File: config.mk
export PLATFORM = sky130hd
export DESIGN_NAME = i2c_master_top
export DESIGN_NICKNAME = d
export VERILOG_FILES = /design/src/source/i2c_pkg.sv /design/src/source/reg_bus_if.sv /design/src/source/axi_lite_reg_slave.sv /design/src/source/i2c_reg_file.sv /design/src/source/i2c_byte_engine.sv /design/src/source/i2c_master_top.sv
export SDC_FILE = /design/constraint.sdc
export NUM_CORES = 1
export LEC_CHECK = 0
export ABC_AREA = 1
export CORE_ASPECT_RATIO = 1.1
export CORE_MARGIN = 3
export CORE_UTILIZATION = 53
export CTS_BUF_LIST = sky130_fd_sc_hd__clkbuf_16
export DETAILED_ROUTE_END_ITERATION = 10
export DONT_BUFFER_PORTS = 1
export GPL_TIMING_DRIVEN = 0
export PLACE_DENSITY = 0.67
export REMOVE_ABC_BUFFERS = 1
export SLEW_MARGIN = 20
export SYNTH_ARGS = -nofsm -noshare
export SYNTH_HDL_FRONTEND = slang
export SYNTH_SLANG_ARGS = --single-unit
export TNS_END_PERCENT = 50
File: constraint.sdc
create_clock -name clk -period 10.9 [get_ports clk]
set_input_delay 1.635 -clock clk [delete_from_list [all_inputs] [get_ports clk]]
set_output_delay 1.635 -clock clk [all_outputs]
set_load 0.005 [all_outputs]
File: src/source/i2c_pkg.sv
// I2C master shared definitions
// Register map, bit positions, clock presets and bus response codes
package i2c_pkg;

  localparam int AXI_ADDR_W = 8;
  localparam int AXI_DATA_W = 32;
  // Word address carried on the internal register bus
  localparam int REG_ADDR_W = AXI_ADDR_W - 2;
  localparam int DIV_W      = 16;

  localparam logic [31:0] CLOCK_RATE = 32'd50_000_000;

  // Four phases per SCL period
  localparam logic [DIV_W-1:0] DIV_100KHZ = DIV_W'(CLOCK_RATE / (4 * 100_000) - 1);
  localparam logic [DIV_W-1:0] DIV_400KHZ = DIV_W'(CLOCK_RATE / (4 * 400_000) - 1);

  localparam logic [REG_ADDR_W-1:0] REG_CONTROL       = 6'd0;
  localparam logic [REG_ADDR_W-1:0] REG_STATUS        = 6'd1;
  localparam logic [REG_ADDR_W-1:0] REG_INTERRUPT     = 6'd2;
  localparam logic [REG_ADDR_W-1:0] REG_INTERRUPT_EN  = 6'd3;
  localparam logic [REG_ADDR_W-1:0] REG_CLOCK_RATE    = 6'd4;
  localparam logic [REG_ADDR_W-1:0] REG_CLOCK_DIVIDER = 6'd5;
  localparam logic [REG_ADDR_W-1:0] REG_COMMAND       = 6'd6;
  localparam logic [REG_ADDR_W-1:0] REG_TRANSMIT      = 6'd7;
  localparam logic [REG_ADDR_W-1:0] REG_RECEIVE       = 6'd8;
  localparam logic [REG_ADDR_W-1:0] REG_VERSION       = 6'd9;
  localparam logic [REG_ADDR_W-1:0] REG_LAST          = REG_VERSION;

  // Command register
  localparam int CMD_START = 0;
  localparam int CMD_STOP  = 1;
  localparam int CMD_READ  = 2;
  localparam int CMD_WRITE = 3;
  localparam int CMD_ACK   = 4;

  // Control register
  localparam int CTL_ENABLE   = 0;
  localparam int CTL_IEN      = 1;
  localparam int CTL_SET_100K = 2;
  localparam int CTL_SET_400K = 3;
  localparam int CTL_SW_CLEAR = 7;

  // Status register
  localparam int STS_RXACK = 7;
  localparam int STS_BUSY  = 6;
  localparam int STS_TIP   = 1;

  // Interrupt pending and enable
  localparam int INT_DONE = 0;
  localparam int INT_NACK = 2;

  // Major 1, minor 0, revision 0
  localparam logic [31:0] VERSION_WORD = 32'h1000_0000;

  localparam logic [1:0] RESP_OKAY   = 2'b00;
  localparam logic [1:0] RESP_SLVERR = 2'b10;

endpackage

File: src/source/reg_bus_if.sv
// Register strobe bus between the AXI-Lite front end and the register file
// Requests are levels held until a one-cycle acknowledge
interface reg_bus_if
  import i2c_pkg::*;
();

  logic [REG_ADDR_W-1:0] address;
  logic                  wr_req;
  logic [AXI_DATA_W-1:0] wr_data;
  logic                  rd_req;
  logic                  wr_ack;
  logic                  rd_ack;
  logic [AXI_DATA_W-1:0] rd_data;
  // Qualified by either acknowledge
  logic                  invalid;

  modport slave (
    output address, wr_req, wr_data, rd_req,
    input  wr_ack, rd_ack, rd_data, invalid
  );

  modport register (
    input  address, wr_req, wr_data, rd_req,
    output wr_ack, rd_ack, rd_data, invalid
  );

endinterface

File: src/source/axi_lite_reg_slave.sv
// AXI-Lite slave front end
// Turns write and read channel transfers into register bus requests
// and returns OKAY or SLVERR from the register file's invalid flag
module axi_lite_reg_slave
  import i2c_pkg::*;
(
  input  logic                  clk,
  input  logic                  core_reset,

  input  logic                  i_awvalid,
  input  logic [AXI_ADDR_W-1:0] i_awaddr,
  output logic                  o_awready,
  input  logic                  i_wvalid,
  input  logic [AXI_DATA_W-1:0] i_wdata,
  output logic                  o_wready,
  output logic                  o_bvalid,
  input  logic                  i_bready,
  output logic [1:0]            o_bresp,

  input  logic                  i_arvalid,
  input  logic [AXI_ADDR_W-1:0] i_araddr,
  output logic                  o_arready,
  output logic                  o_rvalid,
  input  logic                  i_rready,
  output logic [1:0]            o_rresp,
  output logic [AXI_DATA_W-1:0] o_rdata,

  reg_bus_if.slave              bus
);

  logic                  w_pend;
  logic                  r_pend;
  logic                  w_accept;
  logic                  r_accept;
  logic [REG_ADDR_W-1:0] w_addr;
  logic [REG_ADDR_W-1:0] r_addr;
  logic [AXI_DATA_W-1:0] w_data;

  // Only one request is up at a time, so the shared address never moves
  // under a pending request. A write wins a same-cycle tie.
  assign w_accept = i_awvalid && i_wvalid && !w_pend && !o_bvalid && !r_pend;
  assign r_accept = i_arvalid && !r_pend && !o_rvalid && !w_pend && !w_accept;

  assign o_awready = w_accept;
  assign o_wready  = w_accept;
  assign o_arready = r_accept;

  assign bus.wr_req  = w_pend;
  assign bus.rd_req  = r_pend;
  assign bus.wr_data = w_data;
  assign bus.address = w_pend ? w_addr : r_addr;

  // Write channel sequencing
  always_ff @(posedge clk) begin
    if (core_reset) begin
      w_pend   <= 1'b0;
      o_bvalid <= 1'b0;
    end else begin
      if (w_accept) begin
        w_pend <= 1'b1;
      end else if (bus.wr_ack) begin
        w_pend   <= 1'b0;
        o_bvalid <= 1'b1;
      end else if (o_bvalid && i_bready) begin
        o_bvalid <= 1'b0;
      end
    end
  end

  // Read channel sequencing
  always_ff @(posedge clk) begin
    if (core_reset) begin
      r_pend   <= 1'b0;
      o_rvalid <= 1'b0;
    end else begin
      if (r_accept) begin
        r_pend <= 1'b1;
      end else if (bus.rd_ack) begin
        r_pend   <= 1'b0;
        o_rvalid <= 1'b1;
      end else if (o_rvalid && i_rready) begin
        o_rvalid <= 1'b0;
      end
    end
  end

  // Latched addresses, data and responses
  always_ff @(posedge clk) begin
    if (w_accept) begin
      w_addr <= i_awaddr[AXI_ADDR_W-1:2];
      w_data <= i_wdata;
    end
    if (r_accept) begin
      r_addr <= i_araddr[AXI_ADDR_W-1:2];
    end
    if (bus.wr_ack) begin
      o_bresp <= bus.invalid ? RESP_SLVERR : RESP_OKAY;
    end
    if (bus.rd_ack) begin
      o_rresp <= bus.invalid ? RESP_SLVERR : RESP_OKAY;
      o_rdata <= bus.rd_data;
    end
  end

  // A response always follows an acknowledged request
  a_resp_after_req: assert property (@(posedge clk) disable iff (core_reset)
    ($rose(o_bvalid) |-> $past(bus.wr_req && bus.wr_ack)) and
    ($rose(o_rvalid) |-> $past(bus.rd_req && bus.rd_ack)));

  a_addr_stable: assert property (@(posedge clk) disable iff (core_reset)
    ((bus.wr_req && $past(bus.wr_req)) || (bus.rd_req && $past(bus.rd_req)))
    |-> $stable(bus.address));

endmodule

File: src/source/i2c_reg_file.sv
// I2C master register file
// Decodes register bus requests, holds control and command state,
// builds status and raises interrupts from byte engine events
module i2c_reg_file
  import i2c_pkg::*;
(
  input  logic             clk,
  input  logic             core_reset,
  reg_bus_if.register      bus,

  output logic [4:0]       o_cmd,
  output logic             o_enable,
  output logic [DIV_W-1:0] o_clk_div,
  output logic [7:0]       o_tx_byte,
  output logic             o_sw_clear,
  input  logic             i_done,
  input  logic             i_rx_ack,
  input  logic [7:0]       i_rx_byte,
  input  logic             i_busy,
  output logic             o_interrupt
);

  logic [7:0]       control;
  logic [4:0]       command;
  logic [7:0]       transmit;
  logic [DIV_W-1:0] clk_div;
  logic [7:0]       int_pend;
  logic [7:0]       int_en;
  logic [7:0]       status;
  logic             rxack;
  logic             tip;
  logic             wr_go;
  logic             rd_go;

  // Serve each request once; writes first
  assign wr_go = bus.wr_req && !bus.wr_ack;
  assign rd_go = bus.rd_req && !bus.rd_ack && !wr_go;

  assign tip = command[CMD_READ] | command[CMD_WRITE];

  always_comb begin
    status = '0;
    status[STS_RXACK] = rxack;
    status[STS_BUSY]  = i_busy;
    status[STS_TIP]   = tip;
  end

  assign o_cmd       = command;
  assign o_enable    = control[CTL_ENABLE];
  assign o_sw_clear  = control[CTL_SW_CLEAR];
  assign o_clk_div   = clk_div;
  assign o_tx_byte   = transmit;
  assign o_interrupt = control[CTL_IEN] & (|(int_pend & int_en));

  always_ff @(posedge clk) begin
    if (core_reset) begin
      bus.wr_ack <= 1'b0;
      bus.rd_ack <= 1'b0;
      control    <= 8'(1 << CTL_ENABLE);
      command    <= '0;
      transmit   <= '0;
      clk_div    <= DIV_100KHZ;
      int_pend   <= '0;
      int_en     <= '0;
      rxack      <= 1'b0;
    end else begin
      bus.wr_ack <= wr_go;
      bus.rd_ack <= rd_go;
      rxack      <= i_rx_ack;

      // One-shot control bits
      if (control[CTL_SET_100K]) begin
        clk_div               <= DIV_100KHZ;
        control[CTL_SET_100K] <= 1'b0;
      end
      if (control[CTL_SET_400K]) begin
        clk_div               <= DIV_400KHZ;
        control[CTL_SET_400K] <= 1'b0;
      end
      control[CTL_SW_CLEAR] <= 1'b0;

      if (wr_go) begin
        case (bus.address)
          REG_CONTROL:       control  <= bus.wr_data[7:0];
          REG_INTERRUPT:     int_pend <= int_pend & ~bus.wr_data[7:0];
          REG_INTERRUPT_EN:  int_en   <= bus.wr_data[7:0];
          REG_CLOCK_DIVIDER: clk_div  <= bus.wr_data[DIV_W-1:0];
          REG_COMMAND:       command  <= bus.wr_data[4:0];
          REG_TRANSMIT:      transmit <= bus.wr_data[7:0];
          default: ;
        endcase
      end

      // Transfer end wins over a write in the same cycle
      if (i_done) begin
        command[3:0]       <= '0;
        int_pend[INT_DONE] <= 1'b1;
        if (i_rx_ack) begin
          int_pend[INT_NACK] <= 1'b1;
        end
      end
    end
  end

  // Read data and address check
  always_ff @(posedge clk) begin
    if (rd_go) begin
      case (bus.address)
        REG_CONTROL:       bus.rd_data <= {24'h0, control};
        REG_STATUS:        bus.rd_data <= {24'h0, status};
        REG_INTERRUPT:     bus.rd_data <= {24'h0, int_pend};
        REG_INTERRUPT_EN:  bus.rd_data <= {24'h0, int_en};
        REG_CLOCK_RATE:    bus.rd_data <= CLOCK_RATE;
        REG_CLOCK_DIVIDER: bus.rd_data <= {16'h0, clk_div};
        REG_COMMAND:       bus.rd_data <= {27'h0, command};
        REG_TRANSMIT:      bus.rd_data <= {24'h0, transmit};
        REG_RECEIVE:       bus.rd_data <= {24'h0, i_rx_byte};
        REG_VERSION:       bus.rd_data <= VERSION_WORD;
        default:           bus.rd_data <= '0;
      endcase
    end
    if (wr_go || rd_go) begin
      bus.invalid <= (bus.address > REG_LAST);
    end
  end

  a_one_ack: assert property (@(posedge clk) disable iff (core_reset)
    !(bus.wr_ack && bus.rd_ack));

  // Engine sees the command drop right after it reports done
  a_cmd_cleared: assert property (@(posedge clk) disable iff (core_reset)
    i_done |=> (o_cmd[3:0] == 4'b0));

endmodule

File: src/source/i2c_byte_engine.sv
// I2C byte engine
// Walks optional START, eight data bits, ACK and optional STOP on
// open-drain SCL and SDA, four divider phases per bit
module i2c_byte_engine
  import i2c_pkg::*;
(
  input  logic             clk,
  input  logic             core_reset,
  input  logic             i_sw_clear,
  input  logic             i_enable,
  input  logic [DIV_W-1:0] i_clk_div,
  input  logic [4:0]       i_cmd,
  input  logic [7:0]       i_tx_byte,
  output logic             o_done,
  output logic             o_rx_ack,
  output logic [7:0]       o_rx_byte,
  output logic             o_busy,
  output logic             o_scl_out,
  output logic             o_scl_tri,
  input  logic             i_scl_in,
  output logic             o_sda_out,
  output logic             o_sda_tri,
  input  logic             i_sda_in
);

  // Slot 0 is START, 1 to 8 data MSB first, 9 ACK, 10 STOP
  logic [3:0]       slot;
  logic [1:0]       phase;
  logic [DIV_W-1:0] cnt;
  logic             run;
  logic [7:0]       tx_q;
  logic             scl_m;
  logic             scl_s;
  logic             sda_m;
  logic             sda_s;
  logic             sda_d;
  logic             rw;
  logic             wr;
  logic             go;
  logic             tick;
  logic             finish;
  logic             sample;
  logic [3:0]       first_slot;
  logic [3:0]       nxt_slot;
  logic [3:0]       step_slot;
  logic [1:0]       step_phase;

  // Returns {scl_release, sda_release} for a slot and phase
  function automatic logic [1:0] pin_drive(
    input logic [3:0] s,
    input logic [1:0] p,
    input logic       scl_now,
    input logic       wr_bit,
    input logic       nack,
    input logic [7:0] tx
  );
    logic scl_high;
    scl_high = (p == 2'd1) || (p == 2'd2);
    case (s)
      4'd0: begin
        case (p)
          2'd0:    pin_drive = {scl_now, 1'b1};
          2'd1:    pin_drive = 2'b11;
          2'd2:    pin_drive = 2'b10;
          default: pin_drive = 2'b00;
        endcase
      end
      4'd9: pin_drive = {scl_high, wr_bit ? 1'b1 : nack};
      4'd10: begin
        case (p)
          2'd0:    pin_drive = 2'b00;
          2'd1:    pin_drive = 2'b10;
          default: pin_drive = 2'b11;
        endcase
      end
      default: pin_drive = {scl_high, wr_bit ? tx[3'(4'd8 - s)] : 1'b1};
    endcase
  endfunction

  assign o_scl_out = 1'b0;
  assign o_sda_out = 1'b0;

  assign rw   = i_cmd[CMD_READ] | i_cmd[CMD_WRITE];
  assign wr   = i_cmd[CMD_WRITE];
  assign go   = i_enable && !run && !o_done && (|i_cmd[3:0]);
  assign tick = run && i_enable && (cnt == '0);
  // Mid-high point of SCL
  assign sample = tick && (phase == 2'd1);

  assign first_slot = i_cmd[CMD_START] ? 4'd0 : (rw ? 4'd1 : 4'd10);

  always_comb begin
    nxt_slot = slot + 4'd1;
    finish   = 1'b0;
    if (slot == 4'd0) begin
      if (rw) begin
        nxt_slot = 4'd1;
      end else if (i_cmd[CMD_STOP]) begin
        nxt_slot = 4'd10;
      end else begin
        finish = 1'b1;
      end
    end else if (slot == 4'd9) begin
      if (i_cmd[CMD_STOP]) begin
        nxt_slot = 4'd10;
      end else begin
        finish = 1'b1;
      end
    end else if (slot == 4'd10) begin
      finish = 1'b1;
    end
    step_slot  = (phase == 2'd3) ? nxt_slot : slot;
    step_phase = phase + 2'd1;
  end

  always_ff @(posedge clk) begin
    if (core_reset || i_sw_clear) begin
      run       <= 1'b0;
      slot      <= '0;
      phase     <= '0;
      cnt       <= '0;
      o_done    <= 1'b0;
      o_rx_ack  <= 1'b0;
      o_scl_tri <= 1'b1;
      o_sda_tri <= 1'b1;
    end else begin
      o_done <= 1'b0;
      if (go) begin
        run   <= 1'b1;
        slot  <= first_slot;
        phase <= 2'd0;
        cnt   <= i_clk_div;
        {o_scl_tri, o_sda_tri} <= pin_drive(first_slot, 2'd0, o_scl_tri, wr,
                                            i_cmd[CMD_ACK], i_tx_byte);
      end else if (tick) begin
        cnt <= i_clk_div;
        if (phase == 2'd3 && finish) begin
          run    <= 1'b0;
          o_done <= 1'b1;
        end else begin
          slot  <= step_slot;
          phase <= step_phase;
          {o_scl_tri, o_sda_tri} <= pin_drive(step_slot, step_phase, o_scl_tri, wr,
                                              i_cmd[CMD_ACK], tx_q);
        end
        // Slave's ACK on a write
        if (sample && slot == 4'd9 && wr) begin
          o_rx_ack <= sda_s;
        end
      end else if (run && i_enable) begin
        cnt <= cnt - 1'b1;
      end
    end
  end

  // Transmit byte and receive shift register
  always_ff @(posedge clk) begin
    if (go) begin
      tx_q <= i_tx_byte;
    end
    if (sample && !wr && slot >= 4'd1 && slot <= 4'd8) begin
      o_rx_byte <= {o_rx_byte[6:0], sda_s};
    end
  end

  // Pin synchronizers and bus busy from START and STOP conditions
  always_ff @(posedge clk) begin
    if (core_reset || i_sw_clear) begin
      scl_m  <= 1'b1;
      scl_s  <= 1'b1;
      sda_m  <= 1'b1;
      sda_s  <= 1'b1;
      sda_d  <= 1'b1;
      o_busy <= 1'b0;
    end else begin
      scl_m <= i_scl_in;
      scl_s <= scl_m;
      sda_m <= i_sda_in;
      sda_s <= sda_m;
      sda_d <= sda_s;
      if (scl_s && sda_d && !sda_s) begin
        o_busy <= 1'b1;
      end else if (scl_s && !sda_d && sda_s) begin
        o_busy <= 1'b0;
      end
    end
  end

  // Data and ACK slots move SDA only with SCL held low
  a_sda_on_scl_low: assert property (@(posedge clk) disable iff (core_reset)
    $changed(o_sda_tri) && !$past(i_sw_clear) && slot != 4'd0 && slot != 4'd10
    |-> !o_scl_tri && !$past(o_scl_tri));

endmodule

File: src/source/i2c_master_top.sv
// I2C master with AXI-Lite register access
// Connects the AXI front end, register file and byte engine
module i2c_master_top
  import i2c_pkg::*;
(
  input  logic                  clk,
  input  logic                  core_reset,

  input  logic                  i_awvalid,
  input  logic [AXI_ADDR_W-1:0] i_awaddr,
  output logic                  o_awready,
  input  logic                  i_wvalid,
  input  logic [AXI_DATA_W-1:0] i_wdata,
  output logic                  o_wready,
  output logic                  o_bvalid,
  input  logic                  i_bready,
  output logic [1:0]            o_bresp,

  input  logic                  i_arvalid,
  input  logic [AXI_ADDR_W-1:0] i_araddr,
  output logic                  o_arready,
  output logic                  o_rvalid,
  input  logic                  i_rready,
  output logic [1:0]            o_rresp,
  output logic [AXI_DATA_W-1:0] o_rdata,

  output logic                  o_scl_out,
  output logic                  o_scl_tri,
  input  logic                  i_scl_in,
  output logic                  o_sda_out,
  output logic                  o_sda_tri,
  input  logic                  i_sda_in,

  output logic                  o_interrupt
);

  logic [4:0]       cmd;
  logic             enable;
  logic [DIV_W-1:0] clk_div;
  logic [7:0]       tx_byte;
  logic             sw_clear;
  logic             done;
  logic             rx_ack;
  logic [7:0]       rx_byte;
  logic             busy;

  reg_bus_if reg_bus ();

  axi_lite_reg_slave axi_lite_reg_slave_i (
    .clk        (clk),
    .core_reset (core_reset),
    .i_awvalid  (i_awvalid),
    .i_awaddr   (i_awaddr),
    .o_awready  (o_awready),
    .i_wvalid   (i_wvalid),
    .i_wdata    (i_wdata),
    .o_wready   (o_wready),
    .o_bvalid   (o_bvalid),
    .i_bready   (i_bready),
    .o_bresp    (o_bresp),
    .i_arvalid  (i_arvalid),
    .i_araddr   (i_araddr),
    .o_arready  (o_arready),
    .o_rvalid   (o_rvalid),
    .i_rready   (i_rready),
    .o_rresp    (o_rresp),
    .o_rdata    (o_rdata),
    .bus        (reg_bus.slave)
  );

  i2c_reg_file i2c_reg_file_i (
    .clk         (clk),
    .core_reset  (core_reset),
    .bus         (reg_bus.register),
    .o_cmd       (cmd),
    .o_enable    (enable),
    .o_clk_div   (clk_div),
    .o_tx_byte   (tx_byte),
    .o_sw_clear  (sw_clear),
    .i_done      (done),
    .i_rx_ack    (rx_ack),
    .i_rx_byte   (rx_byte),
    .i_busy      (busy),
    .o_interrupt (o_interrupt)
  );

  i2c_byte_engine i2c_byte_engine_i (
    .clk        (clk),
    .core_reset (core_reset),
    .i_sw_clear (sw_clear),
    .i_enable   (enable),
    .i_clk_div  (clk_div),
    .i_cmd      (cmd),
    .i_tx_byte  (tx_byte),
    .o_done     (done),
    .o_rx_ack   (rx_ack),
    .o_rx_byte  (rx_byte),
    .o_busy     (busy),
    .o_scl_out  (o_scl_out),
    .o_scl_tri  (o_scl_tri),
    .i_scl_in   (i_scl_in),
    .o_sda_out  (o_sda_out),
    .o_sda_tri  (o_sda_tri),
    .i_sda_in   (i_sda_in)
  );

endmodule

==> impl_metrics.yaml <==
status:
  outcome: "finished clean"
pwr:
  switching_power_uw: 330
  ir_worst_vdd_mv: 0.113
  power_frac_comb_pct: 7.2
  powerDensity_nw_per_um2: 168
  power.internal_uw: 1080
  seqPwrFrac_pct: 52.0
  switching_share_pct: 23.4
  total_power_uw: 1410
  power.share.clock_pct: 40.8
  p_leak_uw: 0.00328
finish:
  stdcell_area_um2: 8400
  layout-drive-gt1-share_pct: 7.24
  multiInputGateArea_um2: 2800
  layout_commonest_cell: "nand2_1"
  nNetsFinal: 928
  syn_to_final_growth_pct: 7.96
  num-fill-cells: 1243
  seq_area_um2: 4350
  antenna_cells: 0
  mostFrequentLayoutCells: "nand2_1, inv_1, dfxtp_1"
critical_path:
  reg2reg_to: "i2c_byte_engine_i.cnt[15]"
  cp_max_fo: 8
  crit_top_cell: "buf_2"
  critPathSlowestCell: "nor4_2"
  rrSetupSlack_ns: 7.79
  cp_top_family: "buffers and inverters"
  crit_chain: "nand2_1, nor4_2, buf_2, buf_2, buf_2"
  critical_path_buf_inv_count: 3
  slowest_delay_ns: 0.60
  critical_path_class: "input pin to output pin"
  worstPathRequired_ns: 9.27
  critPathCaptureType: "output pin"
  worstPathArrival_ns: 3.07
  cp-start-kind: "input pin"
  rr_startpoint: "i2c_reg_file_i.o_cmd[3]"
  r2r_cells: 10
placement:
  place_ws_ns: 6.14
  port_buffers: 0
  dp_hpwl_um: 12200
  placed_area_um2: 7840
  place_congestion: 0.919
worst_hold_path:
  hold-path-endpoint: "i2c_byte_engine_i.sda_s"
  hold_class: "flop to flop"
  hold_depth: 1
  min_from: "i2c_byte_engine_i.sda_m"
timing:
  fin_skew_ns: 0.00809
  slew_headroom_pct: 27.5
  post-route-period-util_pct: 43.1
  fin_ws_ns: 6.20
  drv_slew: 0
  max_freq_mhz: 213
  setup_viol: 0
  whs_ns: 0.421
  hold_viol_final: 0
  grt_setup_unrepaired: "no"
  fin_crit_ns: 4.70
  tightest_slew_ns: 1.08
  tns_ns: 0
floorplan:
  die_y_um: 133
  fp.dieW_um: 122
  coreArea_um2: 14100
  initial_core_util_pct: 55.3
  row_count: 45
  die_area_um2: 16200
  io-pin-count: 103
synth:
  synth_simple_gate_area_share_pct: 17.4
  synth_top_family_by_area: "simple AND/OR/NAND/NOR gates"
  syn_inst: 865
  netlist_area_um2: 7780
  yosysSeqAreaShare_pct: 56.0
  synth_xor_area_share_pct: 0.450
  ys_types: 45
  synthAdderAreaFrac_pct: 2.25
  ys_seq_elements: 176
  synth.avg_cell_area_um2: 8.99
  synth_compound_area_share_pct: 14.8
  muxShareOfSynthArea_pct: 0.177
  synth_warnings: 0
clock_network:
  postCtsSetupRepairBufs: 0
  clockBufferDepth: 2
  h-tree-depth: 4
  clockRootBuffer: "clkbuf_16"
  cts_buffers: 17
  cts_tree: "built"
  cts_resized: 0
  cts.sinks: 176
  cts_hold_buf: 0
  clk_latency_ns: 0.42
  path_clk_slew_ns: 0.06
drt:
  vias: 5886
  drt_iter0_drc: 507
  wirelength_um: 16900
  drc: 0
  firstDrtPassIters: 7
  ant_nets: 0
  wl_per_cell_um: 16.0
  viasPerCell: 5.56
global_routing:
  grt_pass1_vias: 5480
  grt_antenna_before_repair: 0
  grt_pass1_wl_um: 27100
  overflow: 0
  grt_max_degree: 41
  grt_usage_pct: 21.3
flow_run:
  drv_cap: 0
==> synth_stat cells, drive strengths merged <==
| cell type | count | area [um2] |
|---|---|---|
| a2111oi | 1 | 8.76 |
| a211oi | 3 | 22.5 |
| a21oi | 81 | 409 |
| a221oi | 5 | 43.8 |
| a22oi | 2 | 15.0 |
| a2bb2oi | 1 | 8.76 |
| a31oi | 4 | 25.0 |
| and2 | 1 | 6.26 |
| buf | 31 | 224 |
| clkbuf | 12 | 45.0 |
| clkinv | 1 | 3.75 |
| conb | 1 | 3.75 |
| dfxtp | 93 | 1860 |
| edfxtp | 83 | 2490 |
| ha | 14 | 175 |
| inv | 110 | 413 |
| mux2i | 1 | 13.8 |
| nand2 | 155 | 594 |
| nand3 | 40 | 213 |
| nand3b | 6 | 45.0 |
| nand4 | 9 | 56.3 |
| nor2 | 75 | 299 |
| nor3 | 11 | 55.1 |
| nor4 | 3 | 18.8 |
| o211ai | 14 | 105 |
| o21a | 1 | 7.51 |
| o21ai | 78 | 390 |
| o22ai | 9 | 56.3 |
| o311ai | 2 | 17.5 |
| o31a | 1 | 8.76 |
| o31ai | 3 | 36.3 |
| or2 | 9 | 56.3 |
| or3 | 1 | 11.3 |
| xnor2 | 1 | 8.76 |
| xor2 | 3 | 26.3 |
==> registers in the layout, indices dropped and copies added (netlist names), 8 cells and up <==
| register | flops |
|---|---|
| i2c_byte_engine_i.cnt | 16 |
| i2c_reg_file_i.o_tx_byte | 8 |
| i2c_byte_engine_i.tx_q | 8 |
| i2c_reg_file_i.int_en | 8 |
| i2c_reg_file_i.int_pend | 8 |
| axi_lite_reg_slave_i.bus.wr_data | 16 |
| axi_lite_reg_slave_i.o_rdata | 18 |
| i2c_byte_engine_i.o_rx_byte | 8 |
| i2c_reg_file_i.control | 8 |
| i2c_reg_file_i.bus.rd_data | 18 |
| i2c_reg_file_i.o_clk_div | 16 |
==> area by class of cell <==
cell class              instances  share of cell area (%)
multi-input cells             546                    33.3
clock inverters                15                    1.56
inverters                     111                    4.96
repair buffers                  5                   0.402
flip-flops and latches        176                    51.9
well taps                     188                    2.80
clock buffers                  17                    5.07
==> power by group through the flow <==
stage	Clock, uW	Sequential, uW	Combinational [uW]
after global routing	612	736	115
final	576	734	102
after floorplan	0	743	75.9
after global placement	0	748	94.1
after detailed placement	0	748	100
after CTS	585	734	101
==> per-stage QoR <==
stage | utilization (%) | cells
2_1_floorplan | - | 833
3_3_place_gp | 55.3 | 1021
3_5_place_dp | 55.7 | 1026
4_1_cts | 59.7 | 1058
5_1_grt | 59.7 | 1058
6_report | 59.7 | 1058
==> per-layer routing <==
metal / routed length, um / part of all wire (%) / global-route usage [%] / vias to the layer above
met3: 1080 / 6.4 / 5.04 / 35
met2: 7740 / 46 / 33.1 / 247
met5: 0 / 0 / 0 / -
li1: - / - / - / 2888
met4: 405 / 2.4 / 8.09 / 0
met1: 7660 / 45 / 29.1 / 2716
==> worst max path at each step <==
stage	start	endpoint	slack, ns	cells after the start
final	i_awvalid	o_awready	6.20	5
after global routing	i_awvalid	o_awready	6.00	5
after CTS	i_awvalid	o_awready	6.13	5
after detailed placement	i_awvalid	o_awready	6.14	5
after global placement	i_awvalid	o_arready	3.26	3
after floorplan	i_awvalid	o_arready	4.43	3
==> cell families (layout without fill, tap and decap cells) <==
family | count (synthesis) | count (layout)
AOI/OAI and AO/OA | 205 | 205
xor gates and xnor gates | 4 | 4
muxes | 1 | 1
DFF | 176 | 176
buffers and inverters | 154 | 148
and+or+nand+nor | 310 | 310
other | 1 | 12
adders and majority gates | 14 | 14
Power figures use the tool's default switching activity.
